### config.mk
export PLATFORM = sky130hd
export DESIGN_NAME = wb_stage_top
export DESIGN_NICKNAME = d
export VERILOG_FILES = /design/src/logic/wb_map_pkg.sv /design/src/logic/wb_types_pkg.sv /design/src/logic/wb_sel_if.sv /design/src/logic/load_align.sv /design/src/logic/mmio_read_mux.sv /design/src/logic/wb_ctrl.sv /design/src/logic/wb_result_mux.sv /design/src/logic/wb_stage_top.sv
export SDC_FILE = /design/constraint.sdc
export NUM_CORES = 1
export LEC_CHECK = 0
export BUFFER_PORTS_ARGS = -buffer_cell sky130_fd_sc_hd__buf_2
export CAP_MARGIN = 20
export CORE_AREA = 10 10 127 129
export CTS_CLUSTER_DIAMETER = 50
export DETAILED_ROUTE_END_ITERATION = 8
export DIE_AREA = 0 0 137 139
export PLACE_DENSITY_LB_ADDON = 0.1
export SYNTH_ARGS = -nofsm -noshare
export SYNTH_HDL_FRONTEND = slang
export SYNTH_SLANG_ARGS = --single-unit
### constraint.sdc
create_clock -name clk_i -period 2.6 [get_ports clk_i]
set_input_delay 0.13 -clock clk_i [delete_from_list [all_inputs] [get_ports clk_i]]
set_output_delay 0.13 -clock clk_i [all_outputs]
set_load 0.03 [all_outputs]
### src/logic/wb_map_pkg.sv
package wb_map_pkg;

    // **********************************************************************
    // address regions
    // **********************************************************************

    typedef enum logic [1:0] {
        RG_DMEM = 2'b00,
        RG_BIOS = 2'b01,
        RG_MMIO = 2'b10,
        RG_NONE = 2'b11
    } region_e;

    // the region is chosen by the top nibble of the load address
    localparam int unsigned NIBBLE_MSB = 31;
    localparam int unsigned NIBBLE_LSB = 28;

    localparam logic [3:0] DMEM_NIBBLE = 4'h1;
    localparam logic [3:0] BIOS_NIBBLE = 4'h4;
    localparam logic [3:0] MMIO_NIBBLE = 4'h8;

    // **********************************************************************
    // memory-mapped register offsets
    // **********************************************************************

    localparam int unsigned MMIO_OFF_W = 8;

    typedef logic [MMIO_OFF_W-1:0] mmio_off_t;

    localparam mmio_off_t UART_STATUS_OFF = 8'h00;
    localparam mmio_off_t UART_RX_OFF     = 8'h04;
    localparam mmio_off_t CONV_RESULT_OFF = 8'h10;

endpackage

### src/logic/wb_types_pkg.sv
package wb_types_pkg;

    // **********************************************************************
    // data word and register index
    // **********************************************************************

    localparam int unsigned XLEN   = 32;
    localparam int unsigned REG_AW = 5;

    typedef logic [XLEN-1:0]   word_t;
    typedef logic [REG_AW-1:0] reg_addr_t;

    // position of a byte inside its 32-bit word
    typedef logic [1:0] byte_off_t;

    // **********************************************************************
    // writeback control encodings
    // **********************************************************************

    // loads are the only source that waits on memory read data
    typedef enum logic [1:0] {
        WR_ALU  = 2'b00,
        WR_PC4  = 2'b01,
        WR_LOAD = 2'b10
    } wr_sel_e;

    // same encoding as the funct3 field of the RV32I load instructions
    typedef enum logic [2:0] {
        LD_B  = 3'b000,
        LD_H  = 3'b001,
        LD_W  = 3'b010,
        LD_BU = 3'b100,
        LD_HU = 3'b101
    } load_e;

endpackage
### src/logic/wb_sel_if.sv
`timescale 1ns/1ps

interface wb_sel_if;

    logic                      valid;
    wb_types_pkg::reg_addr_t   rd;
    wb_types_pkg::wr_sel_e     wr_sel;
    wb_types_pkg::load_e       load;
    wb_types_pkg::byte_off_t   byte_off;
    wb_map_pkg::region_e       region;
    wb_map_pkg::mmio_off_t     mmio_off;
    wb_types_pkg::word_t       alu_result;
    wb_types_pkg::word_t       pc_plus4;

    modport ctrl (
        output valid, rd, wr_sel, load, byte_off, region, mmio_off, alu_result, pc_plus4
    );

    // load extraction only needs the width and where the data sits
    modport align (
        input load, byte_off
    );

    modport mmio (
        input region, mmio_off
    );

    modport result (
        input valid, rd, wr_sel, alu_result, pc_plus4
    );

endinterface

### src/logic/load_align.sv
`timescale 1ns/1ps

module load_align (
    wb_sel_if.align              sel,
    input  wb_types_pkg::word_t  rdata_i,
    output wb_types_pkg::word_t  load_o
);

    logic [7:0]  byte_val;
    logic [15:0] half_val;

    // **********************************************************************
    // extraction
    // **********************************************************************

    always_comb begin
        case (sel.byte_off)
            2'd0:    byte_val = rdata_i[7:0];
            2'd1:    byte_val = rdata_i[15:8];
            2'd2:    byte_val = rdata_i[23:16];
            default: byte_val = rdata_i[31:24];
        endcase
    end

    // a misaligned halfword falls back to the aligned half it sits in
    assign half_val = sel.byte_off[1] ? rdata_i[31:16] : rdata_i[15:0];

    // **********************************************************************
    // extension
    // **********************************************************************

    always_comb begin
        case (sel.load)
            wb_types_pkg::LD_B: begin
                load_o = {{24{byte_val[7]}}, byte_val};
            end
            wb_types_pkg::LD_H: begin
                load_o = {{16{half_val[15]}}, half_val};
            end
            wb_types_pkg::LD_BU: begin
                load_o = {24'h0, byte_val};
            end
            wb_types_pkg::LD_HU: begin
                load_o = {16'h0, half_val};
            end
            default: begin
                // word loads ignore the low address bits
                load_o = rdata_i;
            end
        endcase
    end

endmodule

### src/logic/mmio_read_mux.sv
`timescale 1ns/1ps

module mmio_read_mux (
    wb_sel_if.mmio               sel,
    input  wb_types_pkg::word_t  dmem_load_i,
    input  wb_types_pkg::word_t  bios_load_i,
    input  logic [1:0]           uart_status_i,
    input  logic [7:0]           uart_rx_i,
    input  wb_types_pkg::word_t  conv_result_i,
    output wb_types_pkg::word_t  load_data_o
);

    wb_types_pkg::word_t mmio_word;

    // **********************************************************************
    // memory-mapped registers
    // **********************************************************************

    // the load type plays no part here, registers always come back whole
    always_comb begin
        case (sel.mmio_off)
            wb_map_pkg::UART_STATUS_OFF: begin
                mmio_word = {30'h0, uart_status_i};
            end
            wb_map_pkg::UART_RX_OFF: begin
                mmio_word = {24'h0, uart_rx_i};
            end
            wb_map_pkg::CONV_RESULT_OFF: begin
                mmio_word = conv_result_i;
            end
            default: begin
                mmio_word = '0;
            end
        endcase
    end

    // **********************************************************************
    // region select
    // **********************************************************************

    always_comb begin
        case (sel.region)
            wb_map_pkg::RG_DMEM: load_data_o = dmem_load_i;
            wb_map_pkg::RG_BIOS: load_data_o = bios_load_i;
            wb_map_pkg::RG_MMIO: load_data_o = mmio_word;
            default:             load_data_o = '0;
        endcase
    end

endmodule

### src/logic/wb_ctrl.sv
`timescale 1ns/1ps

module wb_ctrl (
    input  logic                    clk_i,
    input  logic                    rst_n_i,
    input  logic                    ex_valid_i,
    input  wb_types_pkg::reg_addr_t ex_rd_i,
    input  wb_types_pkg::wr_sel_e   ex_wr_sel_i,
    input  wb_types_pkg::load_e     ex_load_i,
    input  wb_types_pkg::word_t     ex_alu_result_i,
    input  wb_types_pkg::word_t     ex_pc_plus4_i,
    wb_sel_if.ctrl                  sel
);

    logic                    valid_q;
    wb_types_pkg::reg_addr_t rd_q;
    wb_types_pkg::wr_sel_e   wr_sel_q;
    wb_types_pkg::load_e     load_q;
    wb_types_pkg::word_t     alu_result_q;
    wb_types_pkg::word_t     pc_plus4_q;
    logic [3:0]              addr_nibble;

    // **********************************************************************
    // EX/WB stage register
    // **********************************************************************

    // fields hold their last value while no new item arrives
    always_ff @(posedge clk_i or negedge rst_n_i) begin
        if (!rst_n_i) begin
            valid_q      <= 1'b0;
            rd_q         <= '0;
            wr_sel_q     <= wb_types_pkg::WR_ALU;
            load_q       <= wb_types_pkg::LD_W;
            alu_result_q <= '0;
            pc_plus4_q   <= '0;
        end else begin
            valid_q <= ex_valid_i;
            if (ex_valid_i) begin
                rd_q         <= ex_rd_i;
                wr_sel_q     <= ex_wr_sel_i;
                load_q       <= ex_load_i;
                alu_result_q <= ex_alu_result_i;
                pc_plus4_q   <= ex_pc_plus4_i;
            end
        end
    end

    // **********************************************************************
    // load address decode
    // **********************************************************************

    assign addr_nibble = alu_result_q[wb_map_pkg::NIBBLE_MSB:wb_map_pkg::NIBBLE_LSB];

    always_comb begin
        case (addr_nibble)
            wb_map_pkg::DMEM_NIBBLE: sel.region = wb_map_pkg::RG_DMEM;
            wb_map_pkg::BIOS_NIBBLE: sel.region = wb_map_pkg::RG_BIOS;
            wb_map_pkg::MMIO_NIBBLE: sel.region = wb_map_pkg::RG_MMIO;
            default:                 sel.region = wb_map_pkg::RG_NONE;
        endcase
    end

    assign sel.byte_off   = alu_result_q[1:0];
    assign sel.mmio_off   = alu_result_q[wb_map_pkg::MMIO_OFF_W-1:0];

    assign sel.valid      = valid_q;
    assign sel.rd         = rd_q;
    assign sel.wr_sel     = wr_sel_q;
    assign sel.load       = load_q;
    assign sel.alu_result = alu_result_q;
    assign sel.pc_plus4   = pc_plus4_q;

endmodule

### src/logic/wb_result_mux.sv
`timescale 1ns/1ps

module wb_result_mux (
    input  logic                     clk_i,
    input  logic                     rst_n_i,
    wb_sel_if.result                 sel,
    input  wb_types_pkg::word_t      load_data_i,
    output logic                     wb_we_o,
    output wb_types_pkg::reg_addr_t  wb_addr_o,
    output wb_types_pkg::word_t      wb_data_o,
    output wb_types_pkg::word_t      wb_fwd_data_o,
    output logic                     wb_is_load_o
);

    wb_types_pkg::word_t fwd_data;
    wb_types_pkg::word_t final_data;
    logic                rd_is_x0;

    // **********************************************************************
    // result select
    // **********************************************************************

    // the forwarding value never depends on load data
    assign fwd_data = (sel.wr_sel == wb_types_pkg::WR_PC4) ? sel.pc_plus4 : sel.alu_result;

    assign final_data = (sel.wr_sel == wb_types_pkg::WR_LOAD) ? load_data_i : fwd_data;

    assign rd_is_x0 = (sel.rd == '0);

    // the hazard unit stalls on this flag since load data is not ready in EX
    assign wb_is_load_o  = sel.valid && (sel.wr_sel == wb_types_pkg::WR_LOAD);
    assign wb_fwd_data_o = fwd_data;

    // **********************************************************************
    // register file write
    // **********************************************************************

    always_ff @(posedge clk_i or negedge rst_n_i) begin
        if (!rst_n_i) begin
            wb_we_o   <= 1'b0;
            wb_addr_o <= '0;
            wb_data_o <= '0;
        end else begin
            wb_we_o   <= sel.valid && !rd_is_x0;
            wb_addr_o <= sel.rd;
            // x0 stays zero on the write bus as well
            wb_data_o <= rd_is_x0 ? '0 : final_data;
        end
    end

endmodule

### src/logic/wb_stage_top.sv
`timescale 1ns/1ps

module wb_stage_top (
    input  logic                     clk_i,
    input  logic                     rst_n_i,

    // fields from the execute stage
    input  logic                     ex_valid_i,
    input  wb_types_pkg::reg_addr_t  ex_rd_i,
    input  wb_types_pkg::wr_sel_e    ex_wr_sel_i,
    input  wb_types_pkg::load_e      ex_load_i,
    input  wb_types_pkg::word_t      ex_alu_result_i,
    input  wb_types_pkg::word_t      ex_pc_plus4_i,

    // memory and register read data
    input  wb_types_pkg::word_t      dmem_rdata_i,
    input  wb_types_pkg::word_t      bios_rdata_i,
    input  logic [1:0]               uart_status_i,
    input  logic [7:0]               uart_rx_i,
    input  wb_types_pkg::word_t      conv_result_i,

    // register file write and hazard unit
    output logic                     wb_we_o,
    output wb_types_pkg::reg_addr_t  wb_addr_o,
    output wb_types_pkg::word_t      wb_data_o,
    output wb_types_pkg::word_t      wb_fwd_data_o,
    output logic                     wb_is_load_o
);

    wb_types_pkg::word_t dmem_load;
    wb_types_pkg::word_t bios_load;
    wb_types_pkg::word_t load_data;

    wb_sel_if sel_if ();

    // **********************************************************************
    // control
    // **********************************************************************

    wb_ctrl wb_ctrl_inst (
        .clk_i           (clk_i),
        .rst_n_i         (rst_n_i),
        .ex_valid_i      (ex_valid_i),
        .ex_rd_i         (ex_rd_i),
        .ex_wr_sel_i     (ex_wr_sel_i),
        .ex_load_i       (ex_load_i),
        .ex_alu_result_i (ex_alu_result_i),
        .ex_pc_plus4_i   (ex_pc_plus4_i),
        .sel             (sel_if.ctrl)
    );

    // **********************************************************************
    // load path
    // **********************************************************************

    load_align dmem_align_inst (
        .sel     (sel_if.align),
        .rdata_i (dmem_rdata_i),
        .load_o  (dmem_load)
    );

    load_align bios_align_inst (
        .sel     (sel_if.align),
        .rdata_i (bios_rdata_i),
        .load_o  (bios_load)
    );

    mmio_read_mux mmio_read_mux_inst (
        .sel           (sel_if.mmio),
        .dmem_load_i   (dmem_load),
        .bios_load_i   (bios_load),
        .uart_status_i (uart_status_i),
        .uart_rx_i     (uart_rx_i),
        .conv_result_i (conv_result_i),
        .load_data_o   (load_data)
    );

    wb_result_mux wb_result_mux_inst (
        .clk_i         (clk_i),
        .rst_n_i       (rst_n_i),
        .sel           (sel_if.result),
        .load_data_i   (load_data),
        .wb_we_o       (wb_we_o),
        .wb_addr_o     (wb_addr_o),
        .wb_data_o     (wb_data_o),
        .wb_fwd_data_o (wb_fwd_data_o),
        .wb_is_load_o  (wb_is_load_o)
    );

endmodule

== Word-level counts from Yosys, hierarchy flattened ==
Index checks and enable logic that the tools add are counted.

* Register bits: 113
* Logic and storage cells: 43

* Mux-type cells: 12
* Equality and inequality tests: 14
* Reductions and logical operators: 8

{| class="wikitable"
|+ Operators by type and width
! operator !! count
|-
| 32-bit one-hot mux with 4 select lines || 2
|-
| 32-bit one-hot mux with 3 select lines || 2
|-
| 32-bit two-way mux || 3
|-
| 8-bit one-hot mux with 3 select lines || 2
|-
| 16-bit two-way mux || 2
|-
| 8-bit by 3-bit equality test with 1-bit output, second input constant || 1
|-
| 8-bit by 5-bit equality test with 1-bit output, second input constant || 1
|-
| 8-bit zero test || 1
|-
| 2-bit by 1-bit equality test with 1-bit output, second input constant || 3
|-
| 2-bit equality test, second input constant || 3
|-
| 3-bit equality test, second input constant || 2
|-
| 2-bit one-hot mux with 3 select lines || 1
|-
| 5-bit zero test || 1
|-
| 4-bit by 1-bit equality test with 1-bit output, second input constant || 1
|-
| 4-bit by 3-bit equality test with 1-bit output, second input constant || 1
|-
| 4-bit equality test, second input constant || 1
|-
| 2-bit zero test || 2
|-
| 3-bit by 1-bit equality test with 1-bit output, second input constant || 1
|-
| 3-bit zero test || 1
|-
| 1-bit logical AND || 2
|-
| 1-bit zero test || 1
|}

== Logic depth before layout (Yosys ltp) ==
* Word-level depth: 6
* Depth in mapped cells: 8
* Gate-level depth less buffers: 5

== Cells and area by module ==
A second synthesis with hierarchy kept.

* Cells, all modules: 781
* Area total of the unflattened synthesis: 7469.7 µm²

{| class="wikitable"
|+ By module, submodules not included
! module !! area an instance (µm²) !! cells each !! instances !! sequential area each (µm²)
|-
| wb_ctrl || 3125.5 || 171 || 1 || 1878.1
|-
| wb_result_mux || 1933.1 || 255 || 1 || 950.9
|-
| load_align || 723.2 || 131 || 2 || 0.0
|-
| mmio_read_mux || 964.7 || 93 || 1 || 0.0
|}

== Least setup slack after synthesis ==
Ideal clock, no wire load.

* Path kind: register to register
* From: register wb_ctrl_inst.alu_result_q[1], in the netlist wb_ctrl_inst.sel.alu_result[1]
* To: register wb_result_mux_inst.wb_data_o[30]
* Library setup time: 96 ps
* Arrival time: 1957 ps
* Cell stages (with the launch flop): 9
* Required time: 2504 ps
* Setup slack: 548 ps
* Period minus slack after synthesis: 2052 ps
* Path buffers: 3
* Cell sequence: dfrtp_1 > buf_6 > or4b_4 > nor4_4 > and2_1 > buf_4 > buf_6 > a21oi_1 > a311oi_2

* Cells in the longest elaborated chain, start to end: 6
* Elaborated cells between the ends (all ways): 16
* Those cells by class: eq/ne (4); mux (10); reduce/logical (2)

{| class="wikitable"
|+ Ends and longest elaborated chain
! what !! RTL line !! text
|-
| from (decl) || wb_ctrl.sv:19 || <nowiki>wb_types_pkg::word_t alu_result_q;</nowiki>
|-
| from (signal assigned) || wb_ctrl.sv:42 || <nowiki>alu_result_q <= ex_alu_result_i;</nowiki>
|-
| 2-bit equality test, or another cell as far along || load_align.sv:17 || <nowiki>case (sel.byte_off)</nowiki>
|-
| 8-bit one-hot mux with 3 select lines || load_align.sv:17 ||
|-
| 32-bit one-hot mux with 4 select lines || load_align.sv:33 || <nowiki>case (sel.load)</nowiki>
|-
| 32-bit one-hot mux with 3 select lines (*) || mmio_read_mux.sv:42 || <nowiki>case (sel.region)</nowiki>
|-
| 32-bit two-way mux (*) || wb_result_mux.sv:26 || <nowiki>assign final_data = (sel.wr_sel == wb_types_pkg::WR_LOAD) ? load_data_i : fwd_data;</nowiki>
|-
| 32-bit two-way mux (*) || wb_result_mux.sv:47 || <nowiki>wb_data_o <= rd_is_x0 ? '0 : final_data;</nowiki>
|-
| to (signal assigned) || wb_result_mux.sv:47 ||
|-
| to (decl) || wb_result_mux.sv:10 || <nowiki>output wb_types_pkg::word_t wb_data_o,</nowiki>
|}

Every way passes the cells marked *; elsewhere a longest branch is shown, timed or not.
A chain may end at the register's enable or synchronous reset.

== Worst setup path after layout ==
* From: register wb_ctrl_inst.alu_result_q[1], in the netlist wb_ctrl_inst.sel.alu_result[1]
* To: register wb_result_mux_inst.wb_data_o[13]

The elaborated chain is that of the path after synthesis.

==> qor.log <==
[status] outcome finished clean
[worst_setup_path] arrival time of the worst setup path 2.65 ns
[sta] Max Transition Viols Final 0
[worst_setup_path] kind of critical path reg2reg
[logic_synthesis] area share of the largest cell type after synthesis 0.421
[grt] wire length of the first global-routing pass 44100 um
[cts] buffers from clock root to sink, at most 2
[worst_setup_path] worst-path cell with the longest stage delay sky130_fd_sc_hd__mux4_2
[sta] crit share post-route 0.912
[drt] average via count per standard cell 6.08
[logic_synthesis] cell with the most instances after synthesis sky130_fd_sc_hd__nand2_1
[logic_synthesis] Syn Nets 872
[power] part of the total power dissipated in combinational logic 0.306
[finish] fraction of final layout cells sized beyond drive strength 1 0.406
[logic_synthesis] fraction of synthesis flops using an asynchronous set or reset pin 1.00
[logic_synthesis] Netlist Area Pre-Place 6660 um^2
[die] die height 139 um
[sta] final setup violating endpoints 0
[power] switching share of power 0.359
[worst_setup_path] largest fanout of any net on the critical path 7
[cts] TritonCTS sink count 113
[power] Internal Power 4000 uW
[finish] Net count, final 1186
[drt] count of TritonRoute iterations in the first routing pass 5
[logic_synthesis] Post-synth EDFFs 0
[worst_setup_path] maximum single-stage delay on the critical path 0.57 ns
[worst_setup_path] critical-path cell list mux4_2 -> and2_0 -> o221a_2 -> a2111oi_0 -> nor3_1
[placement] number of instances in the placed design 1088
[drt] total length of routed wires 29400 um
[finish] filler instances 1027
[power] clock network fraction of total power 0.351
[placement] Routability Congestion 0.934
[logic_synthesis] number of distinct standard cells referenced by the synthesized netlist 57
[logic_synthesis] Post-Syn Instances 689
[power] Max VDD drop 0.000585 V
[placement] placed wire-length estimate 21400 um
[power] leakage dissipation 0.00442 uW
[power] part of the total power dissipated in sequential elements 0.343
[worst_setup_path] category of the worst setup path capture point register
[drt] total vias in the final route 7295
[logic_synthesis] flip-flop and latch count after synthesis 113
[cts] TritonCTS clock tree done
[grt] initial antenna violation count 3
[logic_synthesis] average instance area after synthesis 9.67 um^2
[worst_setup_path] worst reg2reg setup slack 0.23 ns
[drt] iteration-0 DRC count of the detailed router 767
[worst_setup_path] cell family contributing the most delay on the critical path compound AO/OA/AOI/OAI gates
[die] overall die area 19000 um^2
[logic_synthesis] share of synthesized area occupied by flip-flops and latches 0.425
[placement] quantity of I/O buffers inserted on ports 253
[cts] quantity of gates resized following cts 0
[sta] RSZ-0062 raised after global routing no
[grt] via count of the first global-routing pass 7542
[cts] count of H-tree levels built during CTS 4
[worst_setup_path] Crit path buffers/inverters 0
[drt] drc violations 0
[finish] non-filler cells in the finished layout 1199
[sta] slew at the pin with the worst max-slew slack 1.07 ns
[logic_synthesis] warnings from Yosys 0
[die] number of top-level design ports 254
[logic_synthesis] Post-synth top cells 122 x sky130_fd_sc_hd__nand2_1, 112 x sky130_fd_sc_hd__dfrtp_1, 76 x sky130_fd_sc_hd__mux2_2, 44 x sky130_fd_sc_hd__clkbuf_1, 37 x sky130_fd_sc_hd__o21ai_0
[power] power density over the cells 661 nW/um^2
[sta] final setup TNS 0 ns
[logic_synthesis] dominant cell type by area after synthesis sky130_fd_sc_hd__dfrtp_1
[run] Max Cap Violations 0
[finish] Area Overhead vs Synth 41.8%
[grt] grt ovf 0
[drt] antenna violation net count after detailed routing 0
[die] number of cell rows 43
[cts] number of buffers added for setup after CTS 0
[grt] overall track demand over capacity in global routing 0.299
[drt] per-cell routed wire length 24.5 um
[cts] clock-pin slew on the worst setup and hold paths 0.06 ns
[die] Horiz. Die Dim 137 um
[worst_setup_path] required time at the worst-slack endpoint 2.88 ns
[grt] pin count of the biggest net entering global routing 79
[die] Initial Util 0.488
[cts] clock tree root driver cell sky130_fd_sc_hd__clkbuf_16
[min_path] type of the tightest min-delay check in2reg
[logic_synthesis] top cells by area, synth sky130_fd_sc_hd__dfrtp_1 42%, sky130_fd_sc_hd__mux2_2 13%, sky130_fd_sc_hd__nand2_1 6.9%, sky130_fd_sc_hd__a21o_1 3.0%, sky130_fd_sc_hd__mux2i_1 3.0%
[logic_synthesis] Main synth FF type sky130_fd_sc_hd__dfrtp_1
[cts] CTS Buf Count 17
[worst_setup_path] startpoint class of the critical path register
[sta] Slew Limit Headroom 0.283
[sta] maximum achievable frequency 0.422 GHz
[power] switching component of the power 2240 uW
[sta] endpoints failing hold 0
[die] core footprint 13700 um^2
[sta] post-layout minimum cycle time 2.37 ns
[cts] clock latency of the later-clocked register in the worst-skew pair 0.42 ns
[sta] clock tree skew after final layout 0.0115 ns
layer usage:
metal  share of wire  global-route usage  wire length (um)
met1            0.39               0.374             11600
met2            0.48               0.468             14000
met3           0.098              0.0873              2890
met4           0.033               0.129               960
met5               0                   0                 0
tightest hold or removal path, stage by stage:
cell and delay [ns]:
sky130_fd_sc_hd__buf_2 0.08, sky130_fd_sc_hd__a211oi_1 0.05, sky130_fd_sc_hd__a21oi_1 0.13
cell type report:
type,count,area (um^2),share of cell area
antenna,3,7.51,0.000794
clock buffer,19,433,0.0458
clock inverter,13,115,0.0122
inverter,4,15.0,0.00159
multi-input combinational,510,3570,0.378
sequential,113,2830,0.299
tap,180,225,0.0238
timing repair buffer,357,2250,0.239
placed cells by master (no fill, tap or decap), types with 8 or more instances in the layout:
cell,synthesis,layout
sky130_fd_sc_hd__a2111oi_0,11,11
sky130_fd_sc_hd__a211oi_1,10,10
sky130_fd_sc_hd__a21boi_0,11,11
sky130_fd_sc_hd__a21o_1,27,27
sky130_fd_sc_hd__a21oi_1,34,34
sky130_fd_sc_hd__a22oi_1,17,17
sky130_fd_sc_hd__a31oi_1,15,15
sky130_fd_sc_hd__and2_1,9,9
sky130_fd_sc_hd__buf_2,7,251
sky130_fd_sc_hd__buf_4,2,29
sky130_fd_sc_hd__clkbuf_16,0,17
sky130_fd_sc_hd__dfrtp_1,112,112
sky130_fd_sc_hd__dlygate4sd3_1,0,76
sky130_fd_sc_hd__mux2_2,76,76
sky130_fd_sc_hd__mux2i_1,20,20
sky130_fd_sc_hd__nand2_1,122,122
sky130_fd_sc_hd__nor2_1,21,21
sky130_fd_sc_hd__nor3_1,10,10
sky130_fd_sc_hd__o21ai_0,37,37
sky130_fd_sc_hd__o221a_2,14,14
sky130_fd_sc_hd__o221ai_1,13,13
sky130_fd_sc_hd__o22ai_1,8,8
timing repair:
| action | CTS | global route |
|---|---|---|
| setup endpoints to repair | 0 | 0 |
| hold buffers | 76 | 0 |
| endpoints found under the hold margin | 114 | 0 |
power by group through the flow:
stage	Clock, uW	Combinational [uW]	Sequential [uW]
after global routing	2280	2020	2170
final	2190	1910	2140
after global placement	0	1770	2160
after detailed placement	0	1780	2170
after floorplan	0	924	2310
after CTS	2190	1880	2140
flip-flops by register name, indices dropped and copies added (netlist names):
register and count:
wb_ctrl_inst.sel.alu_result 32, wb_ctrl_inst.sel.load 3, wb_ctrl_inst.sel.pc_plus4 32, wb_ctrl_inst.sel.rd 5, wb_ctrl_inst.sel.valid 1, wb_ctrl_inst.sel.wr_sel 2
wb_result_mux_inst.wb_addr_o 5, wb_result_mux_inst.wb_data_o 32, wb_result_mux_inst.wb_we_o 1
worst paths after layout:
check                                                           startpoint                                    endpoint  cells past startpoint
worst max-delay path            wb_ctrl_inst.sel.alu_result[1]$_DFFE_PN0P_  wb_result_mux_inst.wb_data_o[13]$_DFF_PN0_                      5
worst min-delay path                                       dmem_rdata_i[5]   wb_result_mux_inst.wb_data_o[5]$_DFF_PN0_                      3
worst max register to register  wb_ctrl_inst.sel.alu_result[1]$_DFFE_PN0P_  wb_result_mux_inst.wb_data_o[13]$_DFF_PN0_                      5
worst min register to register          wb_ctrl_inst.sel.rd[4]$_DFFE_PN0P_   wb_result_mux_inst.wb_addr_o[4]$_DFF_PN0_                      0
max in group asynchronous                                          rst_n_i        wb_ctrl_inst.sel.load[1]$_DFFE_PN1P_                      3
min in group asynchronous                                          rst_n_i  wb_result_mux_inst.wb_data_o[21]$_DFF_PN0_                      2
logic make-up (layout without fill, tap and decap cells):
kind of cell / Yosys count / after routing / synth area share
other cells: 0 / 3 / 0
mux: 98 / 98 / 0.165
flops: 113 / 113 / 0.425
buf+inv: 66 / 393 / 0.0419
compound gates: 220 / 220 / 0.237
simple gates: 191 / 191 / 0.130
xor+xnor: 1 / 1 / 0.00131
through the flow:
stage	hold slack, ns	cell area (um^2)	power [uW]	utilization	worst slack [ns]
after CTS	0.00344	9440	6210	0.691	0.256
after floorplan	-0.166	6660	3230	-	0.548
after detailed placement	0.155	8130	3950	0.595	0.279
final	0.0140	9450	6250	0.692	0.228
after global routing	0.0200	9450	6470	0.692	0.0817
after global placement	0.144	8130	3920	0.595	0.389
Note: power is estimated with default switching activity, not from simulation.
